$ cat src/hdl/dts_pkg.sv
package dts_pkg;

  //////////////////////////////////////////////////////////////////////
  // Sizes
  //////////////////////////////////////////////////////////////////////

  // One antenna's worth of deformatters
  localparam int N_DTS = 12;

  // Command buffer geometry
  localparam int CMD_DEPTH   = 4;
  localparam int CMD_PTR_W   = $clog2(CMD_DEPTH);
  localparam int CMD_LEVEL_W = 3;

  // Write/read strobe length on the deformatter bus
  localparam int STROBE_CYCLES = 4;
  localparam int STROBE_CNT_W  = $clog2(STROBE_CYCLES);

  // Register indices, matched against wb_adr_i[5:2]
  localparam logic [3:0] REG_CONTROL = 4'd0;
  localparam logic [3:0] REG_DELAY   = 4'd1;
  localparam logic [3:0] REG_MUX_LO  = 4'd2;
  localparam logic [3:0] REG_MUX_HI  = 4'd3;
  localparam logic [3:0] REG_MODE    = 4'd4;
  localparam logic [3:0] REG_STATUS  = 4'd5;

  // Sequencer state codes
  localparam logic [1:0] ST_IDLE   = 2'd0;
  localparam logic [1:0] ST_STROBE = 2'd1;
  localparam logic [1:0] ST_GAP    = 2'd2;

  // Control word, raw on the bus side, split into fields on the port side
  typedef union packed {
    logic [31:0] raw;
    struct packed {
      logic             spare;
      logic [N_DTS-1:0] cs;
      logic             unmute;
      logic             rd;
      logic             wr;
      logic [7:0]       addr;
      logic [7:0]       data;
    } fields;
  } dts_ctrl_word_u;

endpackage

$ cat src/hdl/dts_fifo_if.sv
`timescale 1ns/1ps

interface dts_fifo_if import dts_pkg::*; ();

  // Producer side
  logic                   push;
  dts_ctrl_word_u         push_word;
  logic                   full;
  logic [CMD_LEVEL_W-1:0] level;

  // Consumer side, pop_word always shows the oldest entry
  logic                   pop;
  dts_ctrl_word_u         pop_word;
  logic                   empty;

  modport writer (output push, push_word, input full, level);

  modport store (
    input  push, push_word, pop,
    output full, level, pop_word, empty
  );

  modport reader (output pop, input pop_word, empty);

endinterface

$ cat src/hdl/dts_reg_slave.sv
`timescale 1ns/1ps

module dts_reg_slave import dts_pkg::*; (
  input  logic             user_clk,
  input  logic             wb_rst_i,
  // Wishbone slave
  input  logic [31:0]      wb_adr_i,
  input  logic [3:0]       wb_sel_i,
  input  logic [31:0]      wb_dat_i,
  input  logic             wb_we_i,
  input  logic             wb_cyc_i,
  input  logic             wb_stb_i,
  output logic [31:0]      wb_dat_o,
  output logic             wb_ack_o,
  output logic             wb_err_o,
  // Read-back from the port sequencer
  input  logic             status_we_i,
  input  logic [31:0]      status_word_i,
  // Delay control
  output logic [N_DTS-1:0] shift_advance_o,
  output logic [N_DTS-1:0] shift_delay_o,
  output logic             shift_rst_o,
  // Mux control
  output logic [47:0]      mux_control_o,
  output logic             is_three_bit_o,
  // Command queue
  dts_fifo_if.writer       cmd
);

  logic [3:0]     reg_idx;
  logic           req;
  logic           ctrl_wr;
  logic           ctrl_refuse;
  logic           buf_empty;
  logic [31:0]    rd_data;

  logic [31:0]    delay_reg;
  logic [47:0]    mux_reg;
  logic           mode_reg;
  logic [31:0]    status_reg;
  logic           push_q;
  dts_ctrl_word_u push_word_q;

  //////////////////////////////////////////////////////////////////////
  // Bus decode
  //////////////////////////////////////////////////////////////////////

  // Word select only, wb_sel_i is not honoured
  assign reg_idx = wb_adr_i[5:2];

  // New request, blocked while the previous one is being answered
  assign req = wb_cyc_i & wb_stb_i & ~wb_ack_o & ~wb_err_o;

  assign ctrl_wr     = req & wb_we_i & (reg_idx == REG_CONTROL);
  assign ctrl_refuse = ctrl_wr & cmd.full;
  assign buf_empty   = (cmd.level == '0);

  // Read mux
  always_comb begin
    case (reg_idx)
      REG_CONTROL: rd_data = status_reg;
      REG_DELAY:   rd_data = delay_reg;
      REG_MUX_LO:  rd_data = mux_reg[31:0];
      REG_MUX_HI:  rd_data = {16'd0, mux_reg[47:32]};
      REG_MODE:    rd_data = {31'd0, mode_reg};
      // Level low, empty at bit 8, full at bit 9
      REG_STATUS:  rd_data = {22'd0, cmd.full, buf_empty, 5'd0, cmd.level};
      default:     rd_data = 32'd0;
    endcase
  end

  //////////////////////////////////////////////////////////////////////
  // Registers and response
  //////////////////////////////////////////////////////////////////////

  always_ff @(posedge user_clk) begin
    if (wb_rst_i) begin
      wb_ack_o   <= 1'b0;
      wb_err_o   <= 1'b0;
      wb_dat_o   <= 32'd0;
      push_q     <= 1'b0;
      delay_reg  <= 32'd0;
      mux_reg    <= 48'd0;
      mode_reg   <= 1'b0;
      status_reg <= 32'd0;
    end else begin
      // Full buffer turns the ack into an error
      wb_ack_o <= req & ~ctrl_refuse;
      wb_err_o <= ctrl_refuse;
      // Push lines up with the ack
      push_q   <= ctrl_wr & ~cmd.full;

      // Latest read result from the deformatters
      if (status_we_i) begin
        status_reg <= status_word_i;
      end

      if (req && wb_we_i) begin
        case (reg_idx)
          REG_DELAY:  delay_reg      <= wb_dat_i;
          REG_MUX_LO: mux_reg[31:0]  <= wb_dat_i;
          REG_MUX_HI: mux_reg[47:32] <= wb_dat_i[15:0];
          REG_MODE:   mode_reg       <= wb_dat_i[0];
          default: ;
        endcase
      end

      if (req && !wb_we_i) begin
        wb_dat_o <= rd_data;
      end
    end
  end

  // Command payload
  always_ff @(posedge user_clk) begin
    if (ctrl_wr) begin
      push_word_q.raw <= wb_dat_i;
    end
  end

  assign cmd.push      = push_q;
  assign cmd.push_word = push_word_q;

  // Level outputs straight from the registers
  assign shift_advance_o = delay_reg[11:0];
  assign shift_delay_o   = delay_reg[23:12];
  assign shift_rst_o     = delay_reg[31];
  assign mux_control_o   = mux_reg;
  assign is_three_bit_o  = mode_reg;

endmodule

$ cat src/hdl/dts_cmd_fifo.sv
`timescale 1ns/1ps

module dts_cmd_fifo import dts_pkg::*; (
  input  logic      user_clk,
  input  logic      wb_rst_i,
  dts_fifo_if.store cmd
);

  dts_ctrl_word_u         mem [CMD_DEPTH];
  logic [CMD_PTR_W-1:0]   wr_ptr;
  logic [CMD_PTR_W-1:0]   rd_ptr;
  logic [CMD_LEVEL_W-1:0] level_q;
  logic                   do_push;
  logic                   do_pop;

  // Guard against a misbehaving producer or consumer
  assign do_push = cmd.push & ~cmd.full;
  assign do_pop  = cmd.pop & ~cmd.empty;

  // Storage
  always_ff @(posedge user_clk) begin
    if (do_push) begin
      mem[wr_ptr] <= cmd.push_word;
    end
  end

  // Pointers and occupancy
  always_ff @(posedge user_clk) begin
    if (wb_rst_i) begin
      wr_ptr  <= '0;
      rd_ptr  <= '0;
      level_q <= '0;
    end else begin
      // Depth is a power of two, pointers wrap on their own
      if (do_push) begin
        wr_ptr <= wr_ptr + 1'b1;
      end
      if (do_pop) begin
        rd_ptr <= rd_ptr + 1'b1;
      end
      case ({do_push, do_pop})
        2'b10:   level_q <= level_q + 1'b1;
        2'b01:   level_q <= level_q - 1'b1;
        default: level_q <= level_q;
      endcase
    end
  end

  // Oldest word on view
  assign cmd.pop_word = mem[rd_ptr];
  assign cmd.level    = level_q;
  assign cmd.empty    = (level_q == '0);
  assign cmd.full     = (level_q == CMD_LEVEL_W'(CMD_DEPTH));

endmodule

$ cat src/hdl/dts_port_seq.sv
`timescale 1ns/1ps

module dts_port_seq import dts_pkg::*; (
  input  logic             user_clk,
  input  logic             wb_rst_i,
  // Deformatter control bus
  input  logic [7:0]       data_in_i,
  input  logic [N_DTS-1:0] locked_i,
  output logic [7:0]       data_out_o,
  output logic [7:0]       addr_out_o,
  output logic [N_DTS-1:0] cs_out_o,
  output logic             wrst_o,
  output logic             rdst_o,
  output logic             unmute_o,
  // Read result back to the slave
  output logic             status_we_o,
  output logic [31:0]      status_word_o,
  // Command queue
  dts_fifo_if.reader       cmd
);

  logic [1:0]              state;
  logic [STROBE_CNT_W-1:0] strb_cnt;
  // Strobe kind of the command in flight, write wins over read
  logic                    wr_q;
  logic                    rd_q;

  // Take the next command as soon as the bus is free
  assign cmd.pop = (state == ST_IDLE) & ~cmd.empty;

  //////////////////////////////////////////////////////////////////////
  // Sequencer FSM
  //////////////////////////////////////////////////////////////////////

  always_ff @(posedge user_clk) begin
    if (wb_rst_i) begin
      state         <= ST_IDLE;
      strb_cnt      <= '0;
      wr_q          <= 1'b0;
      rd_q          <= 1'b0;
      data_out_o    <= 8'd0;
      addr_out_o    <= 8'd0;
      cs_out_o      <= '0;
      wrst_o        <= 1'b0;
      rdst_o        <= 1'b0;
      unmute_o      <= 1'b0;
      status_we_o   <= 1'b0;
      status_word_o <= 32'd0;
    end else begin
      status_we_o <= 1'b0;
      case (state)
        ST_IDLE: begin
          // Bus levels settle one cycle ahead of the strobe
          if (cmd.pop) begin
            data_out_o <= cmd.pop_word.fields.data;
            addr_out_o <= cmd.pop_word.fields.addr;
            cs_out_o   <= cmd.pop_word.fields.cs;
            unmute_o   <= cmd.pop_word.fields.unmute;
            wr_q       <= cmd.pop_word.fields.wr;
            rd_q       <= cmd.pop_word.fields.rd & ~cmd.pop_word.fields.wr;
            strb_cnt   <= '0;
            state      <= ST_STROBE;
          end
        end
        ST_STROBE: begin
          // Neither kind set, strobes stay low
          wrst_o   <= wr_q;
          rdst_o   <= rd_q;
          strb_cnt <= strb_cnt + 1'b1;
          if (strb_cnt == STROBE_CNT_W'(STROBE_CYCLES - 1)) begin
            state <= ST_GAP;
          end
        end
        ST_GAP: begin
          wrst_o <= 1'b0;
          rdst_o <= 1'b0;
          // Last read strobe cycle, capture the chip's byte
          if (rdst_o) begin
            status_word_o <= {12'd0, locked_i, data_in_i};
            status_we_o   <= 1'b1;
          end
          state <= ST_IDLE;
        end
        default: state <= ST_IDLE;
      endcase
    end
  end

endmodule

$ cat src/hdl/dts_attach_top.sv
`timescale 1ns/1ps

module dts_attach_top import dts_pkg::*; (
  input  logic             user_clk,
  input  logic             wb_rst_i,
  // Wishbone slave
  input  logic [31:0]      wb_adr_i,
  input  logic [3:0]       wb_sel_i,
  input  logic [31:0]      wb_dat_i,
  input  logic             wb_we_i,
  input  logic             wb_cyc_i,
  input  logic             wb_stb_i,
  output logic [31:0]      wb_dat_o,
  output logic             wb_ack_o,
  output logic             wb_err_o,
  // Deformatter control bus
  input  logic [7:0]       data_in_i,
  input  logic [N_DTS-1:0] locked_i,
  output logic [7:0]       data_out_o,
  output logic [7:0]       addr_out_o,
  output logic [N_DTS-1:0] cs_out_o,
  output logic             wrst_o,
  output logic             rdst_o,
  output logic             unmute_o,
  // Delay control
  output logic [N_DTS-1:0] shift_advance_o,
  output logic [N_DTS-1:0] shift_delay_o,
  output logic             shift_rst_o,
  // Mux control
  output logic [47:0]      mux_control_o,
  output logic             is_three_bit_o
);

  // Sequencer read result to the slave
  logic        status_we;
  logic [31:0] status_word;

  //////////////////////////////////////////////////////////////////////
  // Command path, slave -> buffer -> sequencer
  //////////////////////////////////////////////////////////////////////

  dts_fifo_if cmd_if ();

  dts_reg_slave u_reg_slave (
    .user_clk        (user_clk),
    .wb_rst_i        (wb_rst_i),
    .wb_adr_i        (wb_adr_i),
    .wb_sel_i        (wb_sel_i),
    .wb_dat_i        (wb_dat_i),
    .wb_we_i         (wb_we_i),
    .wb_cyc_i        (wb_cyc_i),
    .wb_stb_i        (wb_stb_i),
    .wb_dat_o        (wb_dat_o),
    .wb_ack_o        (wb_ack_o),
    .wb_err_o        (wb_err_o),
    .status_we_i     (status_we),
    .status_word_i   (status_word),
    .shift_advance_o (shift_advance_o),
    .shift_delay_o   (shift_delay_o),
    .shift_rst_o     (shift_rst_o),
    .mux_control_o   (mux_control_o),
    .is_three_bit_o  (is_three_bit_o),
    .cmd             (cmd_if.writer)
  );

  // Four-deep queue of control words
  dts_cmd_fifo u_cmd_fifo (
    .user_clk (user_clk),
    .wb_rst_i (wb_rst_i),
    .cmd      (cmd_if.store)
  );

  dts_port_seq u_port_seq (
    .user_clk      (user_clk),
    .wb_rst_i      (wb_rst_i),
    .data_in_i     (data_in_i),
    .locked_i      (locked_i),
    .data_out_o    (data_out_o),
    .addr_out_o    (addr_out_o),
    .cs_out_o      (cs_out_o),
    .wrst_o        (wrst_o),
    .rdst_o        (rdst_o),
    .unmute_o      (unmute_o),
    .status_we_o   (status_we),
    .status_word_o (status_word),
    .cmd           (cmd_if.reader)
  );

endmodule

$ cat config.mk
export PLATFORM = sky130hd
export DESIGN_NAME = dts_attach_top
export DESIGN_NICKNAME = d
export VERILOG_FILES = /design/src/hdl/dts_pkg.sv /design/src/hdl/dts_fifo_if.sv /design/src/hdl/dts_reg_slave.sv /design/src/hdl/dts_cmd_fifo.sv /design/src/hdl/dts_port_seq.sv /design/src/hdl/dts_attach_top.sv
export SDC_FILE = /design/constraint.sdc
export NUM_CORES = 1
export LEC_CHECK = 0
export BUFFER_PORTS_ARGS = -buffer_cell sky130_fd_sc_hd__buf_2
export CORE_MARGIN = 10
export CORE_UTILIZATION = 57
export DETAILED_ROUTE_END_ITERATION = 8
export GPL_ROUTABILITY_DRIVEN = 1
export PLACE_DENSITY = 0.83
export SLEW_MARGIN = 30
export SYNTH_ARGS = -nofsm -noshare
export SYNTH_HDL_FRONTEND = slang
export SYNTH_SLANG_ARGS = --single-unit
$ cat constraint.sdc
create_clock -name user_clk -period 3.85 [get_ports user_clk]
set_clock_uncertainty 0.15 [all_clocks]
set_input_delay 0.1925 -clock user_clk [delete_from_list [all_inputs] [get_ports user_clk]]
set_output_delay 0.1925 -clock user_clk [all_outputs]
set_load 0.005 [all_outputs]
# Yosys cells after proc, flatten, opt, wreduce, memory -nomap -nowiden
# Memories as Yosys holds them, arrays and structs flattened. A register that Yosys moved wholly into a read port is not among the register bits.
# Cells that the tools add are included.
[word_totals]
register_bits = 233
ram_bits = 128
in_bits = 93
out_inout_bits = 139
word_cells = 95
mem_count = 1
[op_classes]
addsub = 5
eq_ne = 13
muxes = 14
n_bitwise = 19
reduce_logical = 18
[memory_table]
columns = ["name", "depth", "width", "rd", "rd_ports_with_merged_regs", "wr", "line_no", "text"]
rows = [
  ["u_cmd_fifo.mem", 4, 32, 1, 1, 1, "dts_cmd_fifo.sv:9", "dts_ctrl_word_u mem [CMD_DEPTH];"],
]
[op_table]
columns = ["operator", "n"]
rows = [
  ["32-bit one-hot mux with 6 select lines", 1],
  ["2-bit AND reduction", 8],
  ["1-bit AND", 12],
  ["2-bit two-way mux", 5],
  ["4-bit by 2-bit equality test with 1-bit output, second input constant", 2],
  ["4-bit by 3-bit equality test with 1-bit output, second input constant", 2],
  ["2-bit one-hot mux with 2 select lines", 2],
  ["1-bit inverter", 7],
  ["2-bit by 1-bit adder with 2-bit output, second input constant", 3],
  ["2-bit equality test, second input constant", 3],
  ["3-bit one-hot mux with 2 select lines", 1],
  ["2-bit nonzero test", 3],
  ["2-bit by 1-bit equality test with 1-bit output, second input constant", 2],
  ["4-bit by 1-bit equality test with 1-bit output, second input constant", 1],
  ["4-bit zero test", 1],
  ["1-bit one-hot mux with 2 select lines", 2],
  ["3-bit by 1-bit adder with 3-bit output, second input constant", 1],
  ["3-bit equality test, second input constant", 1],
  ["3-bit zero test", 1],
  ["1-bit two-way mux", 3],
  ["3-bit by 1-bit subtractor with 3-bit output, second input constant", 1],
  ["1-bit logical AND", 2],
  ["2-bit zero test", 1],
  ["2-bit by 1-bit != test with 1-bit output, second input constant", 1],
  ["other kinds (3)", 3],
]

# Logic depth before layout (Yosys ltp)
[logic_depth]
word_depth = 8
depth_mapped = 12
mapped_depth_nobuf = 10

# Hierarchy
# Synthesis repeated with hierarchy kept, for this count alone.
[unflattened]
cells_unflattened = 1207
area_unflattened_um2 = 14595.2
[modules_own_cells]
columns = ["mod", "instances", "cells_per_inst", "area_per_inst_um2", "seq_area_each_um2"]
rows = [
  ["dts_reg_slave", 1, 711, 7048.0, 3923.8],
  ["dts_cmd_fifo", 1, 221, 5143.7, 4023.9],
  ["dts_port_seq", 1, 275, 2403.6, 1161.1],
]

# Least setup slack after synthesis
# Ideal clock, no wire load.
[synth_timing]
path_type = "register to register"
start = "reg u_port_seq.state[0]"
end = "reg u_cmd_fifo.level_q[2] (netlist: u_cmd_fifo.cmd.level[2])"
setup_time_ps = 70
t_arrival_ps = 2336
slack_ps = 1293
stages_incl_launch_ff = 13
synth_period_minus_slack_ps = 2557
cell_sequence = "dfxtp_1 inv_1 ha_1 nand2b_1 clkbuf_1 clkinv_1 clkbuf_1 ha_1 inv_1 fa_1 xor2_1 or3_1 a21oi_1"
[synth_between]
elab_chain_cells = 5
elab_cells_between_ends = 7
classes_between = "eq/ne: 2; mux: 1; bitwise: 2; reduce/logical: 2"
[synth_lines]
columns = ["item", "line_no", "text"]
rows = [
  ["start, declared", "dts_port_seq.sv:22", "logic [1:0] state;"],
  ["start signal, assigned", "dts_port_seq.sv:37", "state <= ST_IDLE;"],
  ["start signal, assigned", "dts_port_seq.sv:62", "state <= ST_STROBE;"],
  ["start signal, assigned", "dts_port_seq.sv:71", "state <= ST_GAP;"],
  ["2-bit zero test (*)", "dts_port_seq.sv:29", "assign cmd.pop = (state == ST_IDLE) & ~cmd.empty;"],
  ["1-bit AND (*)", "dts_port_seq.sv:29", ""],
  ["1-bit AND (*)", "dts_cmd_fifo.sv:18", "assign do_pop = cmd.pop & ~cmd.empty;"],
  ["via u_cmd_fifo.do_pop", "dts_cmd_fifo.sv:14", "logic do_pop;"],
  ["2-bit by 1-bit equality test with 1-bit output / 2-bit equality test (equally long branches)", "dts_cmd_fifo.sv:41", "case ({do_push, do_pop})"],
  ["3-bit one-hot mux with 2 select lines / 2-bit nonzero test (equally long branches)", "--", ""],
  ["end signal, assigned", "dts_cmd_fifo.sv:42", "2'b10: level_q <= level_q + 1'b1;"],
  ["end signal, assigned", "dts_cmd_fifo.sv:43", "2'b01: level_q <= level_q - 1'b1;"],
  ["end signal, assigned", "dts_cmd_fifo.sv:44", "default: level_q <= level_q;"],
  ["end, declared", "dts_cmd_fifo.sv:12", "logic [CMD_LEVEL_W-1:0] level_q;"],
]
# The timed path passes the listed nets; every way through them passes the cells marked *.
# A chain may end at the register's enable or synchronous reset.

# Final worst setup path
[layout_timing]
start = "reg u_cmd_fifo.level_q[2] (netlist: u_cmd_fifo.cmd.level[2])"
end = "reg u_cmd_fifo.level_q[2] (netlist: u_cmd_fifo.cmd.level[2])"
[layout_between]
elab_chain_cells = 6
elab_cells_between_ends = 13
classes_between = "add/sub: 2; eq/ne: 3; mux: 1; bitwise: 5; reduce/logical: 2"
[layout_lines]
columns = ["item", "line_no", "text"]
rows = [
  ["3-bit zero test", "dts_cmd_fifo.sv:52", "assign cmd.empty = (level_q == '0);"],
  ["1-bit inverter", "dts_cmd_fifo.sv:18, dts_port_seq.sv:29", ""],
  ["1-bit AND", "dts_port_seq.sv:29", ""],
  ["1-bit AND", "dts_cmd_fifo.sv:18", ""],
  ["2-bit by 1-bit equality test with 1-bit output / 2-bit equality test (equally long branches)", "dts_cmd_fifo.sv:41", ""],
  ["3-bit one-hot mux with 2 select lines / 2-bit nonzero test (equally long branches)", "--", ""],
]
# Several ways; a longest one is shown, not always the timed one.

==> run_results.csv <==
group,metric,value,unit
routing,wire_per_inst,21.5,µm
place,dp_hpwl,22300,µm
clocking,hold_buffers,54,
setup_path,critPathMaxFanout,7,
hold_path,hold_path.class,"primary input to flop",
pwr,power,8060,µW
setup_path,slowest_stage,"nor3b_1",
setup_path,crit_required,4140,ps
setup_path,slowest_delay,530,ps
sta,setup_viol,0,
setup_path,cp-start-kind,"flop",
clocking,cts_resized,0,
synth,synth_seq_area_share,64.9,%
place,io_buffers,199,
synth,synth_fp_nets,1211,
pwr,p_leak,0.00604,µW
synth,synth_edf_count,155,
finish,regMostFlops,"u_cmd_fifo.mem",
setup_path,rr_worst_depth,9,
setup_path,end_kind,"flop",
finish,fillers,1518,
job,drv_cap,0,
routing,via_per_inst,5.79,
global_route,grt_max_degree,95,
setup_path,rr_startpoint,"u_cmd_fifo.cmd.level[2]$_SDFFE_PP0P_",
routing,ant_nets,0,
floorplanning,die_h,174,µm
synth,syn_inst,1107,
synth,synth_area,13400,µm²
sta,period_needed,2770,ps
clocking,cts_tree,"built",
sta,clock.fmax,361,MHz
sta,worst_pin_slew,950,ps
routing,wl,35900,µm
finish,largest_reg_flops,124,
hold_path,hold_end,"u_reg_slave.mux_control_o[33]$_SDFFE_PP0P_",
routing,vias,9676,
pwr,vdd_drop_max,0.396,mV
global_route,grt_antenna_before_repair,2,
synth,synthFlopType,"dfxtp_1",
clocking,htreeDepth,2,
setup_path,cp_common_cell,"inv_1",
setup_path,rrSetupSlack,1080,ps
finish,nets,1431,
finish,layout_commonest_cell,"nand2_1",
place,gp_congestion,0.896,
setup_path,worstReg2RegEnd,"u_cmd_fifo.cmd.level[2]$_SDFFE_PP0P_",
clocking,clock_path_buffers,3,
global_route,grt_pass1_vias,9820,
pwr,p_per_area,499,nW/µm²
routing,drc,0,
floorplanning,fp-row-count,56,
floorplanning,start_util,57.6,%
clocking,cts_setup_buffers,0,
routing,firstDrtPassIters,5,
clocking,clk_latency,510,ps
run_status,status,"complete, no violations",
floorplanning,die-width,174,µm
sta,rsz0062_at_grt,"false",
sta,drv_slew,0,
finish,final_cell_mix,"nand2_1, dfxtp_1, buf_2",
sta,hold_viol,0,
floorplanning,core,23300,µm²
hold_path,whs_path_depth,4,
clocking,numClockSinks,358,
floorplanning,die-area,30100,µm²
synth,synthArstFlopShare,0,%
clocking,cts_made_buffers,35,
clocking,cts_root_buffer,"clkbuf_16",
hold_path,hp-start,"wb_adr_i[2]",
setup_path,path_class,"flop to flop",
global_route,grt_pass1_wl,55600,µm
floorplanning,io_pins,232,
setup_path,critPathArrivalTime,3060,ps
synth,synth-seq-cells,358,
synth,synth_warnings,0,
routing,drt-initial-drc-count,980,
global_route,grt_overflow,0,
synth,synth.avg_cell_area,12.1,µm²
global_route,track_usage,23.1,%
finish,drive_gt1_share,24.0,%
synth,yosysUniqueCellTypes,47,
sta,relSlewSlack,36.7,%
setup_path,worstPathCellList,"nor3b_1 -> nor2b_1 -> inv_1 -> ha_1 -> inv_1 -> fa_1 -> xor2_1 -> or3_1 -> a21oi_1",
finish,area_delta_synth_final,20.3,%
clocking,clk_pin_slew_worst_paths,60,ps
sta,post-route-period-util,71.9,%
sta,setup_tns,0,ps
where the power goes:
part	internal [µW]	leakage [µW]	switching, µW
clock	1830	0.000515	1390
combinational	338	0.00249	407
sequential	4020	0.00303	80.9
total	6190	0.00604	1870
layer usage:
layer	vias up	GRT usage [%]	wire length, µm	part of all wire [%]
li1	4321	-	-	-
met1	4674	28.6	13800	38
met2	559	37.3	17100	48
met3	122	5.29	3260	9.1
met4	0	11.9	1780	5.0
met5	-	0	0	0
metrics by stage:
step,worst slack [ps],utilization [%],std cells,area (µm²),hold slack [ps]
floorplan,1290,-,1107,13400,141
global placement,1230,62.2,1554,14500,265
detailed placement,1130,62.2,1554,14500,269
CTS,1110,69.1,1669,16100,89.7
global route,805,69.2,1672,16200,136
finish,1080,69.2,1672,16200,102
logic make-up (layout without fill, tap and decap cells):
group | after synthesis | in the layout | synth area share (%)
other | 0 | 2 | 0
DFF | 358 | 358 | 64.9
xor gates and xnor gates | 5 | 5 | 0.326
adders and majority gates | 11 | 11 | 1.08
and+or+nand+nor | 345 | 345 | 10.8
muxes | 91 | 91 | 10.6
AOI/OAI and AO/OA | 190 | 190 | 8.12
buffers and inverters | 107 | 351 | 4.19
how the worst max path moves through the flow:
| stage | start | to | slack, ps | cells after the start |
|---|---|---|---|---|
| CTS | u_cmd_fifo.cmd.level[2]$_SDFFE_PP0P_ | u_cmd_fifo.cmd.level[2]$_SDFFE_PP0P_ | 1110 | 9 |
| finish | u_cmd_fifo.cmd.level[2]$_SDFFE_PP0P_ | u_cmd_fifo.cmd.level[2]$_SDFFE_PP0P_ | 1080 | 9 |
| floorplan | u_port_seq.state[0]$_SDFFE_PP0P_ | u_cmd_fifo.cmd.level[2]$_SDFFE_PP0P_ | 1290 | 12 |
| global placement | u_cmd_fifo.cmd.level[2]$_SDFFE_PP0P_ | u_cmd_fifo.cmd.level[2]$_SDFFE_PP0P_ | 1230 | 9 |
| global route | u_cmd_fifo.cmd.level[2]$_SDFFE_PP0P_ | u_cmd_fifo.cmd.level[2]$_SDFFE_PP0P_ | 800 | 9 |
| detailed placement | u_cmd_fifo.cmd.level[2]$_SDFFE_PP0P_ | u_cmd_fifo.cmd.level[2]$_SDFFE_PP0P_ | 1130 | 9 |
cells in the mapped netlist (3+ instances only):
library cell	n	area, µm²
a21oi_1	126	631
a221oi_1	3	26.3
a222oi_1	4	40.0
a22o_1	15	131
a22oi_1	12	90.1
and2_1	7	43.8
buf_2	8	40.0
buf_4	32	240
buf_6	4	45.0
clkbuf_1	48	180
dfxtp_1	203	4060
edfxtp_1	155	4650
ha_1	10	125
inv_1	11	41.3
mux2_2	6	67.6
mux2i_1	45	450
mux4_2	40	901
nand2_1	255	957
nand2b_1	4	25.0
nand3_1	4	20.0
nand3b_1	4	30.0
nor2_1	51	191
nor3_1	3	15.0
o21ai_0	20	100
o21ai_1	5	25.0
xor2_1	3	26.3
critical path, delay by kind of cell (launching register included):
family                     cells  cell delay [ps]
and+or+nand+nor                3             1110
AOI/OAI and AO/OA              1              150
adders and majority gates      2              550
DFF                            1              410
xor gates and xnor gates       1              160
buffers and inverters          2              170
cell type report:
class	count	area [µm²]	share of cell area (%)
antenna	2	5.00	0.0310
clock buffer	52	980	6.06
clock inverter	9	80.1	0.496
inverter	12	45.0	0.279
multi-input combinational	642	4160	25.8
sequential	358	8720	54.0
tap	319	399	2.47
timing repair buffer	278	1760	10.9
Note: power is estimated with default switching activity, not from simulation.
